## src/rtl/cfu_op_pkg.sv

```systemverilog
/*
  custom-function unit operation encodings, word widths
  and the command sequencer state type
*/
`default_nettype none

package cfu_op_pkg;

  ////////////////////////////////////////////////
  // word widths
  ////////////////////////////////////////////////
  localparam int word_w        = 32;
  localparam int funct3_w      = 3;
  localparam int function_id_w = 10;

  // response to an instruction-memory write
  localparam logic [word_w-1:0] ack_word = '1;

  ////////////////////////////////////////////////
  // funct3 encodings, low bits of the function id
  ////////////////////////////////////////////////
  typedef enum logic [funct3_w-1:0] {
    byte_sum    = 3'd0,
    byte_swap   = 3'd1,
    bit_reverse = 3'd2,
    write_instr = 3'd3,
    read_instr  = 3'd4
  } cfu_funct3_e;

  // operations of the arithmetic unit
  typedef enum logic [1:0] {
    sum     = 2'd0,
    swap    = 2'd1,
    reverse = 2'd2
  } alu_op_e;

  // command sequencer states
  typedef enum logic [1:0] {
    idle     = 2'd0,
    exec     = 2'd1,
    mem_wait = 2'd2,
    respond  = 2'd3
  } seq_state_e;

endpackage

`default_nettype wire

```

## src/rtl/cfu_mem_pkg.sv

```systemverilog
/*
  instruction store geometry
*/
`default_nettype none

package cfu_mem_pkg;

  ////////////////////////////////////////////////
  // instruction store
  ////////////////////////////////////////////////

  // 9-bit word address taken from operand 0
  localparam int instr_addr_w = 9;

  // one word per address
  localparam int instr_depth  = 512;

  // stored word width, same as the cpu word
  localparam int instr_data_w = 32;

endpackage

`default_nettype wire

```

## src/rtl/cfu_sequencer.sv

```systemverilog
/*
  cfu command sequencer, captures a command, drives the alu or the
  instruction store and returns the result over the rsp handshake
*/
`timescale 1ns/1ns
`default_nettype none

module cfu_sequencer
  import cfu_op_pkg::*;
  import cfu_mem_pkg::*;
(
  input  logic                     clk,
  input  logic                     resetn,
  // command channel
  input  logic                     cmd_valid,
  output logic                     cmd_ready,
  input  logic [function_id_w-1:0] cmd_payload_function_id,
  input  logic [word_w-1:0]        cmd_payload_inputs_0,
  input  logic [word_w-1:0]        cmd_payload_inputs_1,
  // response channel
  output logic                     rsp_valid,
  input  logic                     rsp_ready,
  output logic [word_w-1:0]        rsp_payload_outputs_0,
  // arithmetic unit
  output logic [word_w-1:0]        alu_a,
  output logic [word_w-1:0]        alu_b,
  output alu_op_e                  alu_op,
  output logic                     alu_go,
  input  logic [word_w-1:0]        alu_result,
  // instruction store
  output logic [instr_addr_w-1:0]  mem_addr,
  output logic [word_w-1:0]        mem_wdata,
  output logic                     mem_we,
  input  logic [word_w-1:0]        mem_rdata
);

  seq_state_e        state;
  cfu_funct3_e       funct3_q;
  logic [word_w-1:0] op0_q;
  logic [word_w-1:0] op1_q;
  logic [word_w-1:0] rsp_word;
  logic              is_alu_op;

  ////////////////////////////////////////////////
  // command capture
  ////////////////////////////////////////////////

  // funct7 is ignored, only funct3 is kept
  always_ff @(posedge clk) begin
    if (state == idle && cmd_valid) begin
      funct3_q <= cfu_funct3_e'(cmd_payload_function_id[funct3_w-1:0]);
      op0_q    <= cmd_payload_inputs_0;
      op1_q    <= cmd_payload_inputs_1;
    end
  end

  // accept only while idle
  assign cmd_ready = (state == idle);

  ////////////////////////////////////////////////
  // decode and unit controls
  ////////////////////////////////////////////////
  always_comb begin
    is_alu_op = 1'b1;
    alu_op    = sum;
    case (funct3_q)
      byte_sum:    alu_op = sum;
      byte_swap:   alu_op = swap;
      bit_reverse: alu_op = reverse;
      default:     is_alu_op = 1'b0;
    endcase
  end

  assign alu_a  = op0_q;
  assign alu_b  = op1_q;
  assign alu_go = (state == exec) && is_alu_op;

  // address held from capture so the registered read stays valid
  assign mem_addr  = op0_q[instr_addr_w-1:0];
  assign mem_wdata = op1_q;
  assign mem_we    = (state == exec) && (funct3_q == write_instr);

  // response word by decoded operation, unknown funct3 gives zero
  always_comb begin
    case (funct3_q)
      byte_sum, byte_swap, bit_reverse: rsp_word = alu_result;
      write_instr:                      rsp_word = ack_word;
      read_instr:                       rsp_word = mem_rdata;
      default:                          rsp_word = '0;
    endcase
  end

  ////////////////////////////////////////////////
  // handshake fsm
  ////////////////////////////////////////////////
  always_ff @(posedge clk) begin
    if (!resetn) begin
      state     <= idle;
      rsp_valid <= 1'b0;
    end else begin
      case (state)
        idle: begin
          if (cmd_valid) begin
            state <= exec;
          end
        end
        // reads need one more cycle for the registered memory
        exec: begin
          state <= (funct3_q == read_instr) ? mem_wait : respond;
        end
        mem_wait: begin
          state <= respond;
        end
        respond: begin
          if (!rsp_valid) begin
            rsp_valid <= 1'b1;
          end else if (rsp_ready) begin
            // response taken, back to accepting commands
            rsp_valid <= 1'b0;
            state     <= idle;
          end
        end
        default: state <= idle;
      endcase
    end
  end

  // payload loads once on entry to respond, then holds
  always_ff @(posedge clk) begin
    if (state == respond && !rsp_valid) begin
      rsp_payload_outputs_0 <= rsp_word;
    end
  end

endmodule

`default_nettype wire

```

## config.mk

```make
export PLATFORM = sky130hd
export DESIGN_NAME = cfu_sequencer
export DESIGN_NICKNAME = d
export VERILOG_FILES = /design/src/rtl/cfu_op_pkg.sv /design/src/rtl/cfu_mem_pkg.sv /design/src/rtl/cfu_sequencer.sv
export SDC_FILE = /design/constraint.sdc
export NUM_CORES = 1
export LEC_CHECK = 0
export BUFFER_PORTS_ARGS = -buffer_cell sky130_fd_sc_hd__buf_2
export CAP_MARGIN = 10
export CORE_AREA = 3 3 109 111
export DETAILED_ROUTE_END_ITERATION = 16
export DIE_AREA = 0 0 112 114
export PLACE_DENSITY = 0.72
export SLEW_MARGIN = 20
export SYNTH_ARGS = -nofsm -noshare
export SYNTH_HDL_FRONTEND = slang
export SYNTH_SLANG_ARGS = --single-unit
```

## constraint.sdc

```tcl
create_clock -name clk -period 3.3 [get_ports clk]
set_clock_uncertainty 0.2 [all_clocks]
set_input_delay 0.165 -clock clk [delete_from_list [all_inputs] [get_ports clk]]
set_output_delay 0.165 -clock clk [all_outputs]
set_load 0.1 [all_outputs]
```

==> impl_results.md, run 1 <==
- Status: did not finish
- Stage reached: 4_1_cts
- Halt Reason: [ERROR RSZ-0060] Max buffer count reached.
- Post-DP HPWL: 7960 µm
- Number of synthesized register bits: 102
- Asr flop ratio synth: 0%
- Count of buffers from port buffering: 277
- H-tree depth: 3
- Starting density of the core: 37.2%
- Synth Net Count: 393
- Largest cells by area after synthesis: edfxtp_1, buf_4, o2bb2ai_1
- Inserted Clock Buffers: 9
- Die width: 112 µm
- Yosys warns: 0
- GPL Wtd Cong: 0.857
- Die height: 114 µm
- Clk buf depth: 2
- Syn Inst Count: 247
- CTS root buf: clkbuf_8
- CTS Sinks: 102
- Io pins: 285
- Post-CTS sizing: 0
- # Post-CTS Setup Buffers: 0
- FP Rows: 38
- Top cell type's share of synthesized area: 73.4%
- Cell accounting for the most synthesized area: edfxtp_1
- Top_reg_cell synth: edfxtp_1
- Distinct cells, synth: 26
- Sequential area share after synthesis: 74.9%
- Syn Area/Cell: 16.4 µm²
- Mapped Area: 0.00405 mm²
- EDFF count, synth: 99
- CTS Hold Bufs: 128
[logic make-up after synthesis]
group           Yosys count  share of synthesized area [%]
fa+ha+maj                 4                           1.24
compound gates           40                           8.16
flops                   102                           74.9
buf+inv                  56                           9.92
simple gates             45                           5.78
[through the flow]
| stage | hold slack [ns] | instance area, µm² | cells | setup slack (ns) |
|---|---|---|---|---|
| 2_1_floorplan | 0.0639 | 4060 | 247 | 0.216 |
| 3_3_place_gp | 0.143 | 5280 | 616 | 1.34 |
| 3_5_place_dp | 0.143 | 5280 | 616 | 1.29 |
[cells in the mapped netlist (2+ instances only)]
master	number
and2_1	2
buf_2	3
buf_4	43
buf_6	2
clkbuf_1	3
dfxtp_1	3
edfxtp_1	99
ha_1	4
inv_1	4
nor2_1	23
nor2_2	11
nor2b_1	2
nor3b_1	3
o21ai_0	3
o2bb2ai_1	31
==> run 2: changes to the inputs <==
CORE_AREA = not set   (was 3 3 109 111)
CORE_MARGIN = 3   (was not set)
CORE_UTILIZATION = 24   (was not set)
DIE_AREA = not set   (was 0 0 112 114)
PLACE_DENSITY = not set   (was 0.72)
PLACE_DENSITY_LB_ADDON = 0.15   (was not set)
==> run 2 against run 1 <==
  * The flow now finishes without violations
  * Synthesized cell count is the same
  * Area after synthesis is the same
==> impl_results.md, run 2 <==
- Status: finished clean (was did not finish)
- Sequential area share after synthesis: 74.9% (unchanged)
- RSZ-0062 raised after global routing: false
- Distinct cells, synth: 26 (unchanged)
- DRC viols: 0
- Final Hold Vio Count: 0
- Number of synthesized register bits: 102 (unchanged)
- Clk buf depth: 2 (unchanged)
- EDFF count, synth: 99 (unchanged)
- Crit-path cells: and2_1, buf_4, nor3b_2, buf_2
- Hold Worst Slack: 0.0355 ns
- Critical path type: flip-flop to output pin
- Pin count of the biggest net entering global routing: 68
- Via count: 3382
- Post-layout util: 43.1%
- R2R cell count: 5
- Multi-input logic area: 628 µm²
- Die width: 136 µm (was 112 µm)
- Power Density: 944 mW/mm²
- Slew @ Worst Pin: 0.957 ns
- Crit. End Element: output pin
- GRT overflow: 0
- Antenna Violating Nets Remaining: 0
- Fillers: 1500
- Mapped Area: 0.00405 mm² (unchanged)
- Largest cells by area after synthesis: edfxtp_1, buf_4, o2bb2ai_1 (unchanged)
- Highest clock rate: 429 MHz
- Top-count cell post-synth: edfxtp_1 (unchanged)
- Reg2Reg Launch Point: funct3_q[2]
- Io pins: 285 (unchanged)
- Worst setup SP type: flip-flop
- Final instance area: 0.00698 mm²
- Layout cell share with drive strength beyond 1: 49.8%
- H-tree depth: 3 (unchanged)
- Slew Limit Headroom: 36.0%
- Maximum fanout along the worst path: 33
- Count of pins over their slew limit: 0
- Worst Path Required: 2.93 ns
- Fin crit period: 2.33 ns
- Hold Path Class: input pin to flip-flop
- Yosys warns: 0 (unchanged)
- Synth Net Count: 393 (unchanged)
- Reg-to-reg endpoint: rsp_payload_outputs_0[29]
- Final WL: 12300 µm
- GPL Wtd Cong: 0.723 (was 0.857)
- Asr flop ratio synth: 0% (unchanged)
- Total GRT Usage: 12.7%
- Max-cap check violation count: 0
- Vias per inst: 4.03
- Top_reg_cell synth: edfxtp_1 (unchanged)
- Worst R2R Setup Slack: 1.09 ns
- Die area: 0.0185 mm²
- P&R area growth vs syn: 72.3%
- Initial antenna violation count: 0
- Top cell type's share of synthesized area: 73.4% (unchanged)
- # Post-CTS Setup Buffers: 0 (unchanged)
- Hold path start: mem_rdata[20]
- Slowest CP cell: edfxtp_1
- Crit path DAT: 1.97 ns
- Inserted Clock Buffers: 9 (unchanged)
- Die height: 136 µm (was 114 µm)
- CTS Sinks: 102 (unchanged)
- Leading cell type in the layout, fill and taps excluded: buf_2
- Worst vdd ir: 609 µV
- Hold path depth: 3
- Syn Area/Cell: 16.4 µm² (unchanged)
- Count of buffers from port buffering: 277 (unchanged)
- FP Rows: 46 (was 38)
- Core ar.: 0.0162 mm²
- Lkg Pwr: 2.98 nW
- Final net count: 765
- Fin crit share: 70.7%
- Leading cell types by count after synthesis: edfxtp_1, buf_4, o2bb2ai_1 (unchanged)
- FF+latch area: 0.00303 mm²
- Ant diodes: 0
- Clk_lat worst skew: 0.35 ns
- Syn Inst Count: 247 (unchanged)
- Post-DP HPWL: 8700 µm (was 7960 µm)
- Clk pin slew, worst setup/hold paths: 0.08 ns
- Commonest non-fill, non-tap cells in the layout: buf_2, dlygate4sd3_1, edfxtp_1
- CTS root buf: clkbuf_16 (was clkbuf_8)
- Starting density of the core: 25.0% (was 37.2%)
- Cell accounting for the most synthesized area: edfxtp_1 (unchanged)
- DRT Pass-1 Iters: 4
- Post-placement cell area: 0.00538 mm² (was 0.00528 mm²)
- Wirelength per Cell: 14.7 µm
- Final number of setup-violating endpoints: 0
- Sum Neg Setup Slack: 0 ns
- Vias in the first global route: 3396
- Max stage delay on crit path: 0.48 ns
- Hold path endpoint: rsp_payload_outputs_0[20]
- CTS tree: done
- Iter 0 DRT Violations: 89
- Global-route wire length before repair: 18000 µm
-- run 2: cell counts after synthesis --
Identical to the previous run, type by type.
-- run 2: repair_timing --
| item | in CTS | in global routing |
|---|---|---|
| gates resized for setup | 0 | 0 |
| hold buffers | 132 | 0 |
| hold endpoints to repair | 101 | 0 |
-- run 2: routing by layer --
layer | track usage (%) | up-vias | wire length [µm]
met1 | 13.6 | 1563 | 4510
met3 | 5.85 | 10 | 1550
met2 | 22.8 | 185 | 6130
li1 | - | 1624 | -
met4 | 3.02 | 0 | 112
met5 | 0 | - | 0
-- run 2: worst max-delay path: cells and delay by family, from the launching register on --
| kind | cells | cell delay, ns |
|---|---|---|
| buf+inv | 2 | 0.70 |
| flops | 1 | 0.48 |
| simple gates | 2 | 0.42 |
-- run 2: cell families after synthesis --
logic type	count (synthesis)	synth area share, %
flops	102	74.9
simple gates	45	5.78
compound gates	40	8.16
buf+inv	56	9.92
fa+ha+maj	4	1.24
-- run 2: layout make-up --
class	instances	area share, %
multi-input cells	89	9.00
clock inverters	6	0.789
flip-flops and latches	102	43.5
inverters	4	0.215
repair buffers	413	39.4
clock buffers	9	3.23
well taps	216	3.87
-- run 2: worst max path at each step --
stage	cells after the start	slack (ns)	endpoint	startpoint
6_report	4	0.97	alu_go	funct3_q[1]
5_1_grt	4	0.89	alu_go	funct3_q[1]
4_1_cts	4	0.96	alu_go	funct3_q[1]
3_5_place_dp	2	1.30	rsp_payload_outputs_0[24]	state[1]
3_3_place_gp	2	1.31	rsp_payload_outputs_0[9]	state[1]
2_1_floorplan	2	0.22	alu_op[0]	funct3_q[2]
-- run 2: per-stage QoR --
stage / setup WS, ns / instances / power, mW
2_1_floorplan: 0.216 / 247 / 4.99
3_3_place_gp: 1.31 / 692 / 5.38
3_5_place_dp: 1.30 / 692 / 5.39
4_1_cts: 0.961 / 839 / 6.65
5_1_grt: 0.890 / 839 / 6.84
6_report: 0.967 / 839 / 6.59
-- run 2: report_power, final --
part           leakage, nW  internal [mW]  switching [mW]
Sequential           0.952           1.79           0.104
Combinational         1.90          0.613            3.07
Clock                0.132          0.522           0.492
Total                 2.98           2.92            3.67
No activity file was read; power rests on OpenSTA's default activity.
