[config.mk]
export PLATFORM = sky130hd
export DESIGN_NAME = cfu_alu
export DESIGN_NICKNAME = d
export VERILOG_FILES = /design/src/rtl/cfu_op_pkg.sv /design/src/rtl/cfu_alu.sv
export SDC_FILE = /design/constraint.sdc
export NUM_CORES = 1
export LEC_CHECK = 0
export ABC_AREA = 1
export BUFFER_PORTS_ARGS = -buffer_cell sky130_fd_sc_hd__buf_4
export CAP_MARGIN = 40
export CORE_UTILIZATION = 44
export CTS_CLUSTER_DIAMETER = 50
export CTS_CLUSTER_SIZE = 40
export DETAILED_ROUTE_END_ITERATION = 10
export GPL_ROUTABILITY_DRIVEN = 0
export PLACE_DENSITY = 0.81
export SLEW_MARGIN = 5
export SYNTH_ARGS = -nofsm -noshare
export SYNTH_HDL_FRONTEND = slang
export SYNTH_SLANG_ARGS = --single-unit
[constraint.sdc]
create_clock -name clk -period 2.94 [get_ports clk]
set_input_delay 0 -clock clk [delete_from_list [all_inputs] [get_ports clk]]
set_output_delay 0 -clock clk [all_outputs]
set_load 0.02 [all_outputs]
[src/rtl/cfu_op_pkg.sv]
/*
  custom-function unit operation encodings, word widths
  and the command sequencer state type
*/
`default_nettype none

package cfu_op_pkg;

  ////////////////////////////////////////////////
  // word widths
  ////////////////////////////////////////////////
  localparam int word_w        = 32;
  localparam int funct3_w      = 3;
  localparam int function_id_w = 10;

  // response to an instruction-memory write
  localparam logic [word_w-1:0] ack_word = '1;

  ////////////////////////////////////////////////
  // funct3 encodings, low bits of the function id
  ////////////////////////////////////////////////
  typedef enum logic [funct3_w-1:0] {
    byte_sum    = 3'd0,
    byte_swap   = 3'd1,
    bit_reverse = 3'd2,
    write_instr = 3'd3,
    read_instr  = 3'd4
  } cfu_funct3_e;

  // operations of the arithmetic unit
  typedef enum logic [1:0] {
    sum     = 2'd0,
    swap    = 2'd1,
    reverse = 2'd2
  } alu_op_e;

  // command sequencer states
  typedef enum logic [1:0] {
    idle     = 2'd0,
    exec     = 2'd1,
    mem_wait = 2'd2,
    respond  = 2'd3
  } seq_state_e;

endpackage

`default_nettype wire

[src/rtl/cfu_alu.sv]
/*
  arithmetic unit of the cfu, computes byte sum, byte swap
  or bit reverse and registers the result one cycle after go
*/
`timescale 1ns/1ns
`default_nettype none

module cfu_alu import cfu_op_pkg::*; (
  input  logic              clk,
  input  logic              resetn,
  input  logic [word_w-1:0] alu_a,
  input  logic [word_w-1:0] alu_b,
  input  alu_op_e           alu_op,
  input  logic              alu_go,
  output logic [word_w-1:0] alu_result
);

  logic [word_w-1:0] sum_word;
  logic [word_w-1:0] swap_word;
  logic [word_w-1:0] rev_word;
  logic [word_w-1:0] next_result;

  ////////////////////////////////////////////////
  // datapath
  ////////////////////////////////////////////////

  // low bytes only, zero-extended so the carry lands in bit 8
  assign sum_word = {{(word_w-8){1'b0}}, alu_a[7:0]} + {{(word_w-8){1'b0}}, alu_b[7:0]};

  // byte order reversed
  assign swap_word = {alu_a[7:0], alu_a[15:8], alu_a[23:16], alu_a[31:24]};

  // bit order reversed
  always_comb begin
    for (int i = 0; i < word_w; i++) begin
      rev_word[i] = alu_a[word_w-1-i];
    end
  end

  // operation select
  always_comb begin
    case (alu_op)
      sum:     next_result = sum_word;
      swap:    next_result = swap_word;
      reverse: next_result = rev_word;
      default: next_result = '0;
    endcase
  end

  ////////////////////////////////////////////////
  // result register, holds between operations
  ////////////////////////////////////////////////
  always_ff @(posedge clk) begin
    if (!resetn) begin
      alu_result <= '0;
    end else if (alu_go) begin
      alu_result <= next_result;
    end
  end

endmodule

`default_nettype wire

# Word-level counts from Yosys, hierarchy flattened
# Index checks and enable logic that the tools add are counted.
totals:
  regBits: 32
  output_inout_bits: 32
  wordCells: 6
op_classes:
  n_addsub: 1
  n_eq_ne: 2
  mux: 1
  reduce_logical: 1
ops:
  columns: ["operator", "count"]
  rows:
  - ["$pmux W32 S3", 1]
  - ["$add A8 B8 Y9", 1]
  - ["$eq A2 B1 Y1 const B", 1]
  - ["$eq A2 B2 Y1 const B", 1]
  - ["$logic_not A2 Y1", 1]

# Logic depth before layout (Yosys ltp)
# Gate-level depths: netlist of the first run.
logic_depth:
  word_depth: 2
  mapped_depth: 13
  depth_no_buf: 13

# Worst setup path after synthesis of the first run
# OpenSTA, ideal clock, no wires.
synth_timing:
  path_kind: "in2reg"
  start: "input alu_a[0]"
  end: "register alu_result[4]"
  setup_time_ns: 0.122
  t_arrival_ns: 1.133
  required_ns: 2.818
  slack_ns: 1.685
  path_stages: 12
  path_buffers: 0
  path_cell_list: "ha_1 -> inv_1 -> fa_1 -> inv_1 -> nand2_1 -> nand2_1 -> and2_1 -> nand2_1 -> nand2_1 -> nor2_1 -> o21ai_1 -> a21oi_1"
synth_between:
  elab_chain_cells: 2
synth_rtl:
  columns: ["element", "line_no", "rtl"]
  rows:
  - ["start: declaration", "cfu_alu.sv:11", "input logic [word_w-1:0] alu_a,"]
  - ["$add A8 B8 Y9", "cfu_alu.sv:28", "assign sum_word = {{(word_w-8){1'b0}}, alu_a[7:0]} + {{(word_w-8){1'b0}}, alu_b[7:0]};"]
  - ["$pmux W32 S3", "cfu_alu.sv:42", "case (alu_op)"]
  - ["end signal: assignment", "cfu_alu.sv:57", "alu_result <= next_result;"]
  - ["end: declaration", "cfu_alu.sv:15", "output logic [word_w-1:0] alu_result"]
# Every way passes these cells.
# A chain may end at the register's enable or synchronous reset.

# Final worst setup path of the first run
layout_timing:
  start: "input alu_op[1]"
  end: "register alu_result[8]"
layout_between:
  elab_chain_cells: 2
  word_cells_on_any_way: 4
  classes_between: "eq/ne: 2; mux: 1; reduce/logical: 1"
layout_rtl:
  columns: ["element", "line_no", "rtl"]
  rows:
  - ["start: declaration", "cfu_alu.sv:13", "input alu_op_e alu_op,"]
  - ["$eq A2 B2 Y1 (tied with other cells)", "cfu_alu.sv:42", null]
  - ["$pmux W32 S3 (*)", "cfu_alu.sv:42", null]
# Every way passes the cells marked *; elsewhere a longest branch is shown, timed or not.

==> results_dict.tcl, run 1 <==
set metrics [dict create \
    worstPathCellList "buf_4, inv_1, or2_1, buf_4, o22ai_2, inv_1, nand2_1, nand2_1, a21oi_2" \
    hold_class "in2reg" \
    antenna_found_initial 0 \
    grt_overflow 0 \
    holdWs_ps 110 \
    die_h_um 69.1 \
    power.leakage_nw 1.49 \
    critPathKind "in2reg" \
    max_freq_ghz 0.764 \
    via_per_inst 5.06 \
    nets 439 \
    h-tree-depth 2 \
    synth_nets 370 \
    rsz0062_at_grt "false" \
    final.min_clock_period_ps 1310 \
    worst_pin_slew_ps 827 \
    cts_buffers 5 \
    synth-seq-cells 32 \
    fp.dieW_um 69.1 \
    yosysWarnings 0 \
    grt_use_met2_pct 36.8 \
    coreArea_um2 4350 \
    ctsResizeCount 0 \
    drt_wl_total_mm 4.96 \
    first_iter_violations 108 \
    cts_setup_buffers 0 \
    endpoint_kind "register" \
    power_density_nw_per_um2 431 \
    start_util_pct 45.5 \
    met1_usage_pct 27.1 \
    synth-seq-area-share_pct 32.3 \
    dieArea_um2 4770 \
    dp_cells 406 \
    cp.required_ps 3100 \
    track_usage_pct 21.5 \
    layout_commonest_cell "buf_4" \
    post-place-ws_ps 1370 \
    rows 24 \
    cts.path.max_buffers 2 \
    drtPass1Iterations 4 \
    grt_pass1_vias 1941 \
    critPathLaunchType "primary input" \
    clockRootBuffer "clkbuf_8" \
    grt_pass1_wl_mm 8.46 \
    post-route-period-util_pct 44.5 \
    top_register "alu_result" \
    slew_viol_final 0 \
    grt_max_degree 57 \
    p_total_mw 1.14 \
    slowest_delay_ps 640 \
    worst-endpoint-arrival_ps 1470 \
    fin_cells 413 \
    setup_viol 0 \
    cts-hold-fix-buffers 0 \
    maxCapViolCount 0 \
    worst_slack_ps 1630 \
    syn_area_um2 1980 \
    vias 2088 \
    fin_tns_setup_ps 0 \
    grt_use_met3_pct 4.68 \
    irDropWorstVdd_v 0.000253 \
    drc_errors 0 \
    drive_gt1_share_pct 25.5 \
    path_clk_slew_ps 70 \
    top_usage_layer "met2" \
    largest_reg_flops 32 \
    insertedDiodeCount 0 \
    final_cell_mix "77 x buf_4, 70 x inv_1, 42 x nand2_1" \
    avgSynthCellArea_um2 6.78 \
    final_area_um2 2660 \
    io_pins 101 \
    slowest_stage "or2_1" \
    relSlewSlack_pct 44.9 \
    yosysUniqueCellTypes 26 \
    portBuffers 76 \
    area_growth_pct 34.0 \
    wl_per_cell_um 12.0 \
    top_regs "alu_result (32)" \
    worst-path-max-fanout 21 \
    tritoncts "built" \
    clkLatencyLatePin_ps 270 \
    final-hold-violation-count 0 \
    placed_area_um2 2560 \
    final_util_pct 61.0 \
    netlist_instances 292 \
    skew_ps 0 \
    drt.antenna.violating_nets 0 \
    cts.sinks 32 \
    status "finished clean" \
    post-dp-hpwl_mm 3.64 \
]
## worst paths after layout
kind | from | endpoint | slack, ps | cells after the start
max | alu_op[1] | alu_result[8] | 1630 | 9
max reg2reg | alu_result[17] | alu_result[17] | 2280 | 2
min | resetn | alu_result[20] | 110 | 3
min reg2reg | alu_result[5] | alu_result[5] | 470 | 2
## power breakdown
| part | internal [mW] | switching [mW] |
|---|---|---|
| clock | 0.208 | 0.152 |
| combinational | 0.137 | 0.170 |
| sequential | 0.462 | 0.0156 |
| total | 0.807 | 0.338 |
## cell usage after synthesis
cell | n | area share, %
fa_1 | 1 | 1.0
or2_1 | 2 | 0.63
o211ai_1 | 1 | 0.38
nor2_1 | 30 | 5.7
buf_6 | 2 | 1.1
o221ai_2 | 1 | 0.76
and2_1 | 1 | 0.32
nor3_1 | 1 | 0.25
o22ai_1 | 5 | 1.6
o21ai_0 | 23 | 5.8
or2_2 | 2 | 0.63
a21oi_1 | 11 | 2.8
clkbuf_1 | 10 | 1.9
nand3_1 | 9 | 2.3
nand2_1 | 42 | 8.0
nand3b_1 | 2 | 0.76
buf_2 | 4 | 1.0
o221ai_1 | 24 | 11
o22ai_2 | 2 | 1.3
a21oi_2 | 2 | 0.88
clkinv_1 | 2 | 0.38
o21ai_1 | 4 | 1.0
dfxtp_1 | 32 | 32
inv_1 | 70 | 13
ha_1 | 8 | 5.1
and3_1 | 1 | 0.32
## area by class of cell
class	count	area, µm²
Clock buffer	7	96.3
Fill cell	404	1700
Inverter	72	270
Multi-Input combinational cell	172	990
Sequential cell	32	641
Tap cell	52	65.1
Timing Repair Buffer	78	593
## worst max-delay path: cells and delay by family
kind            cells  cell delay, ps
simple gates        3             770
compound gates      2             120
buf+inv             4             560
## routing by layer
metal	vias up	routed length, µm
met5	-	0
met1	941	2300
met4	0	29
li1	1083	-
met2	62	2340
met3	2	288
## kinds of logic after synthesis
kind of cell / Yosys count / synth area share, %
DFF: 32 / 32.3
buffers and inverters: 88 / 17.7
and+or+nand+nor: 90 / 18.8
AOI/OAI and AO/OA: 73 / 25.1
adders and majority gates: 9 / 6.06
No activity file was read; power rests on OpenSTA's default activity.
==> inputs of run 2 (changes only) <==
CORE_UTILIZATION = 41   (was 44)
PLACE_DENSITY = 0.79   (was 0.81)
clock period = 1.2 ns   (was 2.94 ns; I/O delays follow)
==> results_dict.tcl, run 2 (synthesis gave the netlist of run 1 again) <==
set metrics [dict create \
    status "finished clean" \
    min_to "alu_result[8]" \
    final-hold-violation-count 0 \
    power.leakage_nw 1.57 \
    grt_max_degree 33 \
    layout_commonest_cell "buf_4" \
    grt_pass1_wl_mm 8.17 \
    slew_viol_final 0 \
    hold_class "in2reg" \
    cts.path.max_buffers 2 \
    fin_tns_setup_ps 0 \
    insertedDiodeCount 0 \
    vias 2141 \
    r2r_start "alu_result[25]" \
    setup_viol 0 \
    via_per_inst 4.98 \
    endpoint_kind "register" \
    ff2ff_setup_slack_ps 530 \
    post-place-ws_ps -195 \
    placed_area_um2 2730 \
    final_cell_mix "93 x buf_4, 68 x inv_1, 40 x nand2_1" \
    top_register "alu_result" \
    final_area_um2 2800 \
    fin_cells 430 \
    dp_cells 423 \
    post-route-period-util_pct 92.4 \
    drtPass1Iterations 4 \
    die_h_um 71.5 \
    worst-path-max-fanout 3 \
    first_iter_violations 64 \
    drc_errors 0 \
    p_total_mw 2.77 \
    holdWs_ps 101 \
    tritoncts "built" \
    fillers 433 \
    drive_gt1_share_pct 30.4 \
    track_usage_pct 20.3 \
    regToRegEndpoint "alu_result[25]" \
    portBuffers 76 \
    final.min_clock_period_ps 1110 \
    whs_path_depth 3 \
    final_util_pct 62.3 \
    skew_ps 0 \
    drt_wl_total_mm 5.03 \
    rows 24 \
    cp.required_ps 1350 \
    post-dp-hpwl_mm 3.87 \
    rsz0062_at_grt "false" \
    h-tree-depth 2 \
    top_regs "alu_result (32)" \
    power_density_nw_per_um2 987 \
    start_util_pct 44.0 \
    r2r_cells 2 \
    cts_buffers 5 \
    largest_reg_flops 32 \
    cts_setup_buffers 0 \
    irDropWorstVdd_v 0.000700 \
    wl_per_cell_um 11.7 \
    path_clk_slew_ps 70 \
    nets 456 \
    ctsResizeCount 0 \
    critPathKind "in2reg" \
    grt_pass1_vias 1881 \
    cts.sinks 32 \
    grt_overflow 0 \
    antenna_found_initial 0 \
    critPathLaunchType "primary input" \
    coreArea_um2 4500 \
    area_growth_pct 41.6 \
    worst-endpoint-arrival_ps 1260 \
    relSlewSlack_pct 80.8 \
    clkLatencyLatePin_ps 270 \
    dieArea_um2 5110 \
    max_freq_ghz 0.901 \
    maxCapViolCount 0 \
    clockRootBuffer "clkbuf_8" \
    fp.dieW_um 71.5 \
    worst_pin_slew_ps 287 \
    io_pins 101 \
    worst_slack_ps 90.6 \
    drt.antenna.violating_nets 0 \
    min_from "resetn" \
    cts-hold-fix-buffers 0 \
]
run 2: changes by cell type in the layout (fill, tap and decap cells not counted), sizes merged:
cell / delta
buf: +17
clkbuf: -1
clkinv: +1
run 2: metal layers:
metal / vias to the layer above / part of all wire [%] / global-route usage [%]
li1: 1118 / - / -
met5: - / 0 / 0
met3: 4 / 4.6 / 5.06
met1: 964 / 46 / 22.7
met4: 0 / 0.89 / 5.23
met2: 55 / 49 / 38.3
run 2: critical path, cell delays in order:
cell	delay (ps)
buf_4	100
ha_4	130
inv_2	40
fa_2	350
inv_2	60
nand2_2	50
nand2_2	70
and2_4	140
nand2_1	40
nand2_1	50
nor2_1	40
o21ai_1	120
a21oi_1	70
run 2: worst max-delay path by stage:
| stage | startpoint | endpoint | slack, ps |
|---|---|---|---|
| global route | alu_a[0] | alu_result[6] | 3 |
| floorplan | alu_a[0] | alu_result[4] | -10 |
| CTS | alu_a[0] | alu_result[4] | 90 |
| finish | alu_a[0] | alu_result[4] | 90 |
| global placement | alu_a[3] | alu_result[8] | -180 |
| detailed placement | alu_a[0] | alu_result[4] | -190 |
run 2: cell type report:
class                           count  area, µm²  share of cell area [%]
Clock buffer                        6       72.6                    2.59
Clock inverter                      1       5.00                   0.178
Inverter                           72        270                    9.64
Multi-Input combinational cell    172       1010                    36.1
Sequential cell                    32        641                    22.8
Tap cell                           52       65.1                    2.32
Timing Repair Buffer               95        738                    26.3
run 2: power by group:
| group | switching, mW | internal [mW] |
|---|---|---|
| sequential | 0.0371 | 1.13 |
| combinational | 0.434 | 0.401 |
| clock | 0.369 | 0.394 |
| total | 0.840 | 1.93 |
==> inputs of run 3 (changes only) <==
BUFFER_PORTS_ARGS = -buffer_cell sky130_fd_sc_hd__buf_2   (was -buffer_cell sky130_fd_sc_hd__buf_4)
==> results_dict.tcl, run 3 (synthesis gave the netlist of run 1 again) <==
set metrics [dict create \
    antenna_found_initial 0 \
    rows 24 \
    hold_class "in2reg" \
    path_clk_slew_ps 60 \
    power_frac_seq_pct 41.4 \
    p_total_mw 2.82 \
    fin_cells 432 \
    cts_setup_buffers 0 \
    post-dp-hpwl_mm 3.83 \
    insertedDiodeCount 0 \
    max_freq_ghz 0.941 \
    post-place-ws_ps -205 \
    status "finished clean" \
    p_clk_share_pct 31.7 \
    h-tree-depth 2 \
    endpoint_kind "register" \
    cts-hold-fix-buffers 0 \
    drt_wl_total_mm 5.09 \
    track_usage_pct 20.3 \
    grt_pass1_vias 1900 \
    drive_gt1_share_pct 31.1 \
    maxCapViolCount 0 \
    swShare_pct 30.3 \
    worst_pin_slew_ps 274 \
    irDropWorstVdd_v 0.000784 \
    top_regs "alu_result (32)" \
    cts.sinks 32 \
    power.leakage_nw 1.54 \
    vias 2188 \
    skew_ps 0 \
    worst-endpoint-arrival_ps 1270 \
    io_pins 101 \
    whs_path_depth 3 \
    drc_errors 0 \
    grt_overflow 0 \
    clockRootBuffer "clkbuf_8" \
    final.min_clock_period_ps 1060 \
    largest_reg_flops 32 \
    post-route-period-util_pct 88.5 \
    relSlewSlack_pct 81.6 \
    final-hold-violation-count 0 \
    critPathLaunchType "primary input" \
    wl_per_cell_um 11.8 \
    critPathKind "in2reg" \
    combPwrFrac_pct 26.9 \
    dp_cells 425 \
    dieArea_um2 5110 \
    rsz0062_at_grt "false" \
    worst_slack_ps 138 \
    portBuffers 76 \
    area_growth_pct 33.0 \
    grt_pass1_wl_mm 8.29 \
    worst-path-max-fanout 3 \
    drtPass1Iterations 5 \
    nets 458 \
    tritoncts "built" \
    cts_buffers 5 \
    p_switching_uw 854 \
    r2r_cells 2 \
    layout_commonest_cell "buf_2" \
    power_density_nw_per_um2 1070 \
    clkLatencyLatePin_ps 280 \
    top_register "alu_result" \
    cp.required_ps 1410 \
    fp.dieW_um 71.5 \
    die_h_um 71.5 \
    grt_max_degree 31 \
    ctsResizeCount 0 \
    coreArea_um2 4500 \
    via_per_inst 5.06 \
    setup_viol 0 \
    first_iter_violations 113 \
    drt.antenna.violating_nets 0 \
    start_util_pct 44.0 \
    slew_viol_final 0 \
    final_cell_mix "76 x buf_2, 68 x inv_1, 40 x nand2_1" \
    intPower_mw 1.97 \
    cts.path.max_buffers 2 \
    holdWs_ps 85.0 \
]
-- run 3: final timing paths --
path	start	endpoint	slack, ps
setup / recovery	alu_a[0]	alu_result[6]	140
hold / removal	resetn	alu_result[7]	80
setup reg to reg	alu_result[13]	alu_result[13]	540
hold reg to reg	alu_result[3]	alu_result[3]	460
-- run 3: worst max-delay path: stages --
cell and delay, ps:
buf_2 110, ha_4 130, inv_2 30, fa_2 320, inv_2 60, nand2_2 50
nand2_2 70, nand3_1 80, nand3b_1 100, nand3_1 80, nand2_1 60, nand2_1 40
a21oi_1 120
-- run 3: metrics by stage --
stage               instance area (µm²)  TNS, ps  util, %
floorplan                          2000    -9.65        -
global placement                   2540     -791     56.4
detailed placement                 2540     -971     56.4
CTS                                2640        0     58.5
global route                       2640        0     58.5
finish                             2640        0     58.5
-- run 3: layout make-up --
| type | instances | area [µm²] |
|---|---|---|
| repair buffers | 97 | 551 |
| inverters | 72 | 270 |
| clock buffers | 7 | 96.3 |
| fillers | 432 | 1870 |
| multi-input cells | 172 | 1010 |
| flip-flops and latches | 32 | 641 |
| well taps | 52 | 65.1 |
-- run 3: power by group through the flow --
stage | logic (mW) | clock network, mW | registers (mW)
final | 0.759 | 0.894 | 1.17
after detailed placement | 0.757 | 0 | 1.19
after floorplan | 0.384 | 0 | 1.27
after global routing | 0.844 | 0.939 | 1.17
after global placement | 0.742 | 0 | 1.19
after CTS | 0.762 | 0.909 | 1.17
-- run 3: layer usage --
metal / vias up / global-route usage, % / share of wire [%]
li1: 1121 / - / -
met1: 979 / 25.6 / 44
met2: 80 / 34.9 / 48
met3: 8 / 4.64 / 6.9
met4: 0 / 5.88 / 1.4
met5: - / 0 / 0
